===== config.mk =====
export PLATFORM = sky130hd
export DESIGN_NAME = cpu_core
export DESIGN_NICKNAME = d
export VERILOG_FILES = /design/src/hw/cpu_pkg.sv /design/src/hw/cpu_core.sv /design/src/hw/reg_result.sv /design/src/hw/alu_execute.sv /design/src/hw/instr_decode.sv
export SDC_FILE = /design/constraint.sdc
export NUM_CORES = 1
export LEC_CHECK = 0
export ABC_AREA = 1
export BUFFER_PORTS_ARGS = -buffer_cell sky130_fd_sc_hd__buf_4
export CORE_ASPECT_RATIO = 1.25
export CORE_MARGIN = 3
export CORE_UTILIZATION = 37
export CTS_CLUSTER_DIAMETER = 120
export DETAILED_ROUTE_END_ITERATION = 7
export GPL_ROUTABILITY_DRIVEN = 0
export GPL_TIMING_DRIVEN = 0
export MAX_ROUTING_LAYER = met4
export PLACE_DENSITY_LB_ADDON = 0.05
export SYNTH_ARGS = -nofsm -noshare
export SYNTH_HDL_FRONTEND = slang
export SYNTH_SLANG_ARGS = --single-unit
export TNS_END_PERCENT = 100

===== constraint.sdc =====
create_clock -name __clk -period 5.5 [get_ports __clk]
set_input_delay 1.375 -clock __clk [delete_from_list [all_inputs] [get_ports __clk]]
set_output_delay 1.375 -clock __clk [all_outputs]
set_load 0.02 [all_outputs]

===== src/hw/cpu_pkg.sv =====
package cpu_pkg;

	// ----------------------------------------------------------------------
	// Machine word and register numbers
	// ----------------------------------------------------------------------

	localparam int WORD_W = 16;
	localparam int NUM_REGS = 8;

	// Bit 0 is the most significant bit
	typedef logic [0:WORD_W-1] word_t;
	typedef logic [0:2] reg_sel_t;

	typedef enum logic [0:3] {
		op_nop,
		op_aw,
		op_ac,
		op_sw,
		op_nr,
		op_or,
		op_xr,
		op_er,
		op_lwt,
		op_cw,
		op_slz,
		op_shr
	} alu_op_t;

	// ----------------------------------------------------------------------
	// Opcode field, bits 0..3 of the instruction word
	// ----------------------------------------------------------------------

	localparam int OPC_MSB = 0;
	localparam int OPC_LSB = 3;

	localparam logic [0:3] OPC_NOP = 4'd0;
	localparam logic [0:3] OPC_AW  = 4'd1;
	localparam logic [0:3] OPC_AC  = 4'd2;
	localparam logic [0:3] OPC_SW  = 4'd3;
	localparam logic [0:3] OPC_NR  = 4'd4;
	localparam logic [0:3] OPC_OR  = 4'd5;
	localparam logic [0:3] OPC_XR  = 4'd6;
	localparam logic [0:3] OPC_ER  = 4'd7;
	localparam logic [0:3] OPC_LWT = 4'd8;
	localparam logic [0:3] OPC_CW  = 4'd9;
	localparam logic [0:3] OPC_SLZ = 4'd10;
	localparam logic [0:3] OPC_SHR = 4'd11;

	// Register fields and the short argument
	localparam int FLD_A_MSB = 7;
	localparam int FLD_A_LSB = 9;
	localparam int FLD_B_MSB = 10;
	localparam int FLD_B_LSB = 12;
	localparam int FLD_C_MSB = 13;
	localparam int FLD_C_LSB = 15;
	localparam int FLD_S_MSB = 10;
	localparam int FLD_S_LSB = 15;

	// Positions in the 4-bit flag vector
	localparam int FLAG_Z = 0;
	localparam int FLAG_M = 1;
	localparam int FLAG_V = 2;
	localparam int FLAG_C = 3;

endpackage

===== src/hw/cpu_core.sv =====
module cpu_core
	import cpu_pkg::*;
#(
	parameter bit STOP_ON_ILLEGAL = 1'b1
) (
	input logic __clk,
	input logic reset,

	// from control panel
	input logic w_ir,
	input word_t ir_in,
	input reg_sel_t rsel,

	// to control panel
	output word_t w,
	output logic [0:3] flags,
	output logic stop
);

// -----------------------------------------------------------------------
// --- Decode ------------------------------------------------------------
// -----------------------------------------------------------------------

	logic dec_valid;
	alu_op_t dec_op;
	reg_sel_t dec_a;
	reg_sel_t dec_b;
	word_t dec_short;

	instr_decode #(.STOP_ON_ILLEGAL(STOP_ON_ILLEGAL)) decode (
		.__clk(__clk),
		.reset(reset),
		.w_ir(w_ir),
		.ir_in(ir_in),
		.dec_valid(dec_valid),
		.dec_op(dec_op),
		.dec_a(dec_a),
		.dec_b(dec_b),
		.dec_short(dec_short),
		.stop(stop)
	);

// -----------------------------------------------------------------------
// --- Execute -----------------------------------------------------------
// -----------------------------------------------------------------------

	reg_sel_t rd_a_sel;
	reg_sel_t rd_b_sel;
	word_t rd_a_data;
	word_t rd_b_data;
	logic [0:3] cur_flags;
	logic ex_valid;
	reg_sel_t ex_dest;
	word_t ex_data;
	logic ex_wr_reg;
	logic ex_wr_flags;
	logic [0:3] ex_flags;

	alu_execute execute (
		.__clk(__clk),
		.reset(reset),
		.dec_valid(dec_valid),
		.dec_op(dec_op),
		.dec_a(dec_a),
		.dec_b(dec_b),
		.dec_short(dec_short),
		.rd_a_sel(rd_a_sel),
		.rd_b_sel(rd_b_sel),
		.rd_a_data(rd_a_data),
		.rd_b_data(rd_b_data),
		.cur_flags(cur_flags),
		.ex_valid(ex_valid),
		.ex_dest(ex_dest),
		.ex_data(ex_data),
		.ex_wr_reg(ex_wr_reg),
		.ex_wr_flags(ex_wr_flags),
		.ex_flags(ex_flags)
	);

// -----------------------------------------------------------------------
// --- Result ------------------------------------------------------------
// -----------------------------------------------------------------------

	reg_result result (
		.__clk(__clk),
		.reset(reset),
		.ex_valid(ex_valid),
		.ex_dest(ex_dest),
		.ex_data(ex_data),
		.ex_wr_reg(ex_wr_reg),
		.ex_wr_flags(ex_wr_flags),
		.ex_flags(ex_flags),
		.rd_a_sel(rd_a_sel),
		.rd_b_sel(rd_b_sel),
		.rd_a_data(rd_a_data),
		.rd_b_data(rd_b_data),
		.cur_flags(cur_flags),
		.rsel(rsel),
		.w(w),
		.flags(flags)
	);

endmodule


===== src/hw/reg_result.sv =====
module reg_result
	import cpu_pkg::*;
(
	input logic __clk,
	input logic reset,

	// from execute register
	input logic ex_valid,
	input reg_sel_t ex_dest,
	input word_t ex_data,
	input logic ex_wr_reg,
	input logic ex_wr_flags,
	input logic [0:3] ex_flags,

	// read ports for execute
	input reg_sel_t rd_a_sel,
	input reg_sel_t rd_b_sel,
	output word_t rd_a_data,
	output word_t rd_b_data,
	output logic [0:3] cur_flags,

	// control panel view
	input reg_sel_t rsel,
	output word_t w,
	output logic [0:3] flags
);

	word_t regs [0:NUM_REGS-1];
	logic [0:3] flags_q;

	// ----------------------------------------------------------------------
	// General registers and flags
	// ----------------------------------------------------------------------

	always_ff @(posedge __clk) begin
		if (reset) begin
			for (int i = 0; i < NUM_REGS; i++) begin
				regs[i] <= '0;
			end
			flags_q <= '0;
		end else begin
			if (ex_valid && ex_wr_reg) begin
				regs[ex_dest] <= ex_data;
			end
			if (ex_valid && ex_wr_flags) begin
				flags_q <= ex_flags;
			end
		end
	end

	// ----------------------------------------------------------------------
	// Read ports
	// ----------------------------------------------------------------------

	assign rd_a_data = regs[rd_a_sel];
	assign rd_b_data = regs[rd_b_sel];
	assign cur_flags = flags_q;

	// Panel shows the selected register and the committed flags
	assign w = regs[rsel];
	assign flags = flags_q;

	// Execute stage offers no write while reset is held
	a_no_write_in_reset: assert property (@(posedge __clk)
		reset && $past(reset) |-> !(ex_valid && (ex_wr_reg || ex_wr_flags)));

endmodule


===== src/hw/alu_execute.sv =====
module alu_execute
	import cpu_pkg::*;
(
	input logic __clk,
	input logic reset,

	// from decode
	input logic dec_valid,
	input alu_op_t dec_op,
	input reg_sel_t dec_a,
	input reg_sel_t dec_b,
	input word_t dec_short,

	// register file read ports and committed flags
	output reg_sel_t rd_a_sel,
	output reg_sel_t rd_b_sel,
	input word_t rd_a_data,
	input word_t rd_b_data,
	input logic [0:3] cur_flags,

	// to result stage
	output logic ex_valid,
	output reg_sel_t ex_dest,
	output word_t ex_data,
	output logic ex_wr_reg,
	output logic ex_wr_flags,
	output logic [0:3] ex_flags
);

	word_t a_val;
	word_t b_val;
	logic carry_in;
	logic [0:WORD_W] add_res;
	logic [0:WORD_W] sub_res;
	word_t result;
	logic c_out;
	logic v_out;
	logic [0:3] flags_next;
	logic wr_reg;
	logic wr_flags;

	// ----------------------------------------------------------------------
	// Operand fetch
	// ----------------------------------------------------------------------

	assign rd_a_sel = dec_a;
	assign rd_b_sel = dec_b;

	// Result still in the execute register wins over the register file
	always_comb begin
		a_val = rd_a_data;
		b_val = rd_b_data;
		if (ex_valid && ex_wr_reg && (ex_dest == dec_a)) begin
			a_val = ex_data;
		end
		if (ex_valid && ex_wr_reg && (ex_dest == dec_b)) begin
			b_val = ex_data;
		end
	end

	// Carry for AC, newest flags first
	assign carry_in = (dec_op == op_ac)
		&& ((ex_valid && ex_wr_flags) ? ex_flags[FLAG_C] : cur_flags[FLAG_C]);

	// ----------------------------------------------------------------------
	// ALU
	// ----------------------------------------------------------------------

	assign add_res = {1'b0, a_val} + {1'b0, b_val} + {{WORD_W{1'b0}}, carry_in};
	// Top bit is the borrow
	assign sub_res = {1'b0, a_val} - {1'b0, b_val};

	always_comb begin
		result = a_val;
		c_out = 1'b0;
		v_out = 1'b0;
		case (dec_op)
			op_aw, op_ac: begin
				result = add_res[1:WORD_W];
				c_out = add_res[0];
				v_out = (a_val[0] == b_val[0]) && (add_res[1] != a_val[0]);
			end
			op_sw, op_cw: begin
				result = sub_res[1:WORD_W];
				c_out = sub_res[0];
				v_out = (a_val[0] != b_val[0]) && (sub_res[1] != a_val[0]);
			end
			op_nr: result = a_val & b_val;
			op_or: result = a_val | b_val;
			op_xr: result = a_val ^ b_val;
			op_er: result = a_val & ~b_val;
			op_lwt: result = dec_short;
			op_slz: begin
				result = {a_val[1:WORD_W-1], 1'b0};
				c_out = a_val[0];
			end
			op_shr: begin
				result = {a_val[0], a_val[0:WORD_W-2]};
				c_out = a_val[WORD_W-1];
			end
			default: result = a_val;
		endcase
	end

	always_comb begin
		flags_next = '0;
		flags_next[FLAG_Z] = (result == '0);
		flags_next[FLAG_M] = result[0];
		flags_next[FLAG_V] = v_out;
		flags_next[FLAG_C] = c_out;
	end

	assign wr_reg = dec_valid && (dec_op != op_nop) && (dec_op != op_cw);
	assign wr_flags = dec_valid && (dec_op != op_nop) && (dec_op != op_lwt);

	// ----------------------------------------------------------------------
	// Execute register
	// ----------------------------------------------------------------------

	always_ff @(posedge __clk) begin
		if (reset) begin
			ex_valid <= 1'b0;
			ex_wr_reg <= 1'b0;
			ex_wr_flags <= 1'b0;
		end else begin
			ex_valid <= dec_valid;
			ex_wr_reg <= wr_reg;
			ex_wr_flags <= wr_flags;
		end
	end

	always_ff @(posedge __clk) begin
		if (dec_valid) begin
			ex_dest <= dec_a;
			ex_data <= result;
			ex_flags <= flags_next;
		end
	end

	a_wr_needs_valid: assert property (@(posedge __clk) disable iff (reset)
		(ex_wr_reg || ex_wr_flags) |-> ex_valid);

endmodule


===== src/hw/instr_decode.sv =====
module instr_decode
	import cpu_pkg::*;
#(
	parameter bit STOP_ON_ILLEGAL = 1'b1
) (
	input logic __clk,
	input logic reset,

	// from control panel
	input logic w_ir,
	input word_t ir_in,

	// to execute
	output logic dec_valid,
	output alu_op_t dec_op,
	output reg_sel_t dec_a,
	output reg_sel_t dec_b,
	output word_t dec_short,

	output logic stop
);

	localparam int SHORT_W = FLD_S_LSB - FLD_S_MSB + 1;

	word_t ir;
	logic [0:3] opc;
	logic illegal;
	logic halt_now;
	logic accept;

	// ----------------------------------------------------------------------
	// Instruction register
	// ----------------------------------------------------------------------

	// Halt pending from an illegal word already blocks the next strobe
	assign halt_now = dec_valid & illegal & STOP_ON_ILLEGAL;
	assign accept = w_ir & ~stop & ~halt_now;

	always_ff @(posedge __clk) begin
		if (accept) begin
			ir <= ir_in;
		end
	end

	always_ff @(posedge __clk) begin
		if (reset) begin
			dec_valid <= 1'b0;
			stop <= 1'b0;
		end else begin
			dec_valid <= accept;
			if (halt_now) begin
				stop <= 1'b1;
			end
		end
	end

	// ----------------------------------------------------------------------
	// Opcode translation
	// ----------------------------------------------------------------------

	assign opc = ir[OPC_MSB:OPC_LSB];

	always_comb begin
		dec_op = op_nop;
		illegal = 1'b0;
		case (opc)
			OPC_NOP: dec_op = op_nop;
			OPC_AW: dec_op = op_aw;
			OPC_AC: dec_op = op_ac;
			OPC_SW: dec_op = op_sw;
			OPC_NR: dec_op = op_nr;
			OPC_OR: dec_op = op_or;
			OPC_XR: dec_op = op_xr;
			OPC_ER: dec_op = op_er;
			OPC_LWT: dec_op = op_lwt;
			OPC_CW: dec_op = op_cw;
			OPC_SLZ: dec_op = op_slz;
			OPC_SHR: dec_op = op_shr;
			default: begin
				// Codes 12..15, run as a no-op when not halting
				dec_op = op_nop;
				illegal = 1'b1;
			end
		endcase
	end

	assign dec_a = ir[FLD_A_MSB:FLD_A_LSB];

	// Compare takes its second operand from C
	assign dec_b = (dec_op == op_cw) ? ir[FLD_C_MSB:FLD_C_LSB] : ir[FLD_B_MSB:FLD_B_LSB];

	assign dec_short = {{(WORD_W - SHORT_W){ir[FLD_S_MSB]}}, ir[FLD_S_MSB:FLD_S_LSB]};

	// Stop comes from a strobed illegal word two edges back
	a_stop_cause: assert property (@(posedge __clk) disable iff (reset)
		$rose(stop) |-> $past(w_ir, 2) && ($past(ir_in[OPC_MSB:OPC_LSB], 2) > OPC_SHR));

endmodule


==> flow_summary.json <==
{
  "status": "completed",
  "relSlewSlack_pct": 19.2,
  "io_pins": 43,
  "grt_max_degree": 25,
  "cts_sinks": 175,
  "clockBufferDepth": 2,
  "syn-num-nets": 1960,
  "slowest_stage": "dfxtp_1",
  "tightestPinTransition_ns": 1.21,
  "max_stage_delay_ns": 0.64,
  "critPathMaxFanout": 10,
  "num_vias": 13600,
  "worstSetupPathDepth": 23,
  "end_kind": "flop",
  "path_buf_inv": 3,
  "synthesis.area_um2": 13300,
  "rsz0062_at_grt": "false",
  "viasPerCell": 5.59,
  "path_cells": "clkinvlp_4 -> clkbuf_1 -> nand3_1 -> nand3_1 -> o21ai_1 -> inv_1 -> fa_1 -> fa_1 -> nand2_1 -> nand2_1 -> nand2_1 -> nand2_1 -> nand3_1 -> nand3_1 -> nand2_1 -> nand2_1 -> o21ai_0 -> nand3_1 -> a21oi_1 -> nand2_1 -> nor2_1 -> nand2_1 -> nor2_1",
  "dpl_cell_area_um2": 14200,
  "fp.dieW_um": 175,
  "final_cell_count_no_fill": 2430,
  "largest_register_ffs": 128,
  "path_class": "flop to flop",
  "power_leakage_nw": 6.42,
  "synth_top_area_cell": "edfxtp_1",
  "ctsHtreeMaxLevel": 4,
  "seq_area_frac_synth_pct": 38.7,
  "path_clk_slew_ns": 0.07,
  "ys_top_cells_by_area": "edfxtp_1, nand2_1, nand3_1",
  "avgSynthCellArea_um2": 7.04,
  "crit_family": "simple AND/OR/NAND/NOR gates",
  "cap_viol_max_count": 0,
  "wl_mm": 53.5,
  "finalCriticalPeriod_ns": 5.25,
  "die_area_um2": 38200,
  "largest-register": "result.regs",
  "drc": 0,
  "r2r_cells": 23,
  "start_util_pct": 38.1,
  "cp_common_cell": "nand2_1",
  "first_global_vias": 12800,
  "reg_top3": "result.regs: 128 flops, execute.ex_data: 15 flops, decode.ir: 13 flops",
  "synthArstFlopShare_pct": 0,
  "coreArea_um2": 34900,
  "drtIter0Drc": 1606,
  "r2r_slack_ns": 0.25,
  "synth_warnings": 0,
  "crit_arrival_ns": 5.53,
  "fill_cells": 3664,
  "finalClockSkew_ns": 0.0116,
  "grt_pass1_wl_mm": 79.4,
  "synth.most_common_cell": "nand2_1",
  "fmax_mhz": 190,
  "final_layout_size_suffix_gt1_share_pct": 7.85,
  "synth.distinct_cells": 45,
  "post-route-period-util_pct": 95.4,
  "setup_violations": 0,
  "io_buffers": 39,
  "first_pass_iters": 6,
  "num_rows": 76,
  "gr-total-overflow": 0,
  "worst_hold_path_type": "flop to flop",
  "final_antenna_net_count": 0,
  "drv_slew": 0,
  "synth_edf_count": 163,
  "ys_ff_latch": 175,
  "hold-path-cell-count": 2,
  "start_kind": "flop",
  "synthTopCellsByCount": "nand2_1, nor2_1, nand3_1, inv_1, edfxtp_1",
  "synth_flop_cell": "edfxtp_1",
  "track_usage_pct": 28.7,
  "cts-root-buf": "clkbuf_16",
  "hold_viol": 0,
  "cts_buffers": 17,
  "netlist_instances": 1887,
  "peakVddDrop_uv": 245,
  "syn2layout_area_growth_pct": 11.2,
  "antenna_found_initial": 1,
  "cp.required_ns": 5.78,
  "tns_ns": 0,
  "wire_per_inst_um": 22.0,
  "power_density_nw_per_um2": 286,
  "nets": 2021,
  "placedCellCount": 2394,
  "yosysTopAreaCellShare_pct": 36.9,
  "fp.dieH_um": 218,
  "insertion_delay_ns": 0.47,
  "dp.final_hpwl_mm": 43.1,
  "final_area_um2": 14800,
  "cts_tree": "built"
}
[kinds of logic after synthesis]
family	Yosys count	synth area share, %
AOI/OAI and AO/OA	350	14.4
and+or+nand+nor	1022	33.0
xor gates and xnor gates	2	0.132
buffers and inverters	286	8.80
adders and majority gates	51	4.97
DFF	175	38.7
muxes	1	0.0754
[final timing paths]
| kind | start | end |
|---|---|---|
| hold reg to reg | decode.stop | decode.stop |
| hold / removal | decode.stop | decode.stop |
| setup reg to reg | flop | execute.ex_flags[0] |
| setup / recovery | flop | execute.ex_flags[0] |
[power breakdown]
part	total, W	internal, W	switching, W
Combinational	0.00146	0.000408	0.00105
Sequential	0.00158	0.00152	0.0000575
Clock	0.00118	0.000625	0.000559
[routing by layer]
layer	vias up	track usage [%]	wire [um]
li1	6471	-	-
met1	6281	34.6	21500
met2	675	46.6	25400
met3	167	3.97	3690
met4	0	15.7	2900
met5	-	-	0
[layout make-up]
cell class                      count  area (um^2)  share of cell area (%)
Antenna cell                        1         2.50                  0.0169
Buffer                             97          467                    3.16
Clock buffer                       20          468                    3.17
Clock inverter                     12         96.3                   0.652
Inverter                          189          718                    4.86
Multi-Input combinational cell   1426         6980                    47.3
Sequential cell                   175         5130                    34.8
Tap cell                          468          586                    3.96
Timing Repair Buffer               42          315                    2.13
[metrics by stage]
step / util, % / setup WS, ns / total power [W] / hold slack, ns
after detailed placement: 40.6 / 0.111 / 0.00303 / 0.467
after global placement: 40.6 / 0.152 / 0.00302 / 0.461
after global routing: 42.3 / 0.000377 / 0.00447 / 0.515
final: 42.3 / 0.250 / 0.00423 / 0.476
after floorplan: - / 1.57 / 0.00255 / 0.467
after CTS: 42.2 / 0.0934 / 0.00421 / 0.478
[tightest hold or removal path: stages, from the launching register on]
cell	delay (ns)
dfxtp_1	0.31
inv_1	0.06
a21oi_1	0.06
[repair_timing]
item | 4_1_cts | 5_1_grt
hold buffers | 0 | 0
setup endpoints to repair | 0 | 2
gates resized for setup | 0 | 17
setup buffers | 0 | 3
[layout by cell type, fill, tap and decap left out, types with 18 or more instances in the layout]
cell type / instances
nor2_1: 266
buf_4: 42
nand2_2: 26
a21oi_1: 122
clkbuf_1: 64
edfxtp_1: 163
o21ai_0: 151
ha_1: 48
nand2_1: 433
inv_1: 169
nand3_1: 253
a31oi_1: 27
clkbuf_16: 18
No activity file was read; power rests on OpenSTA's default activity.
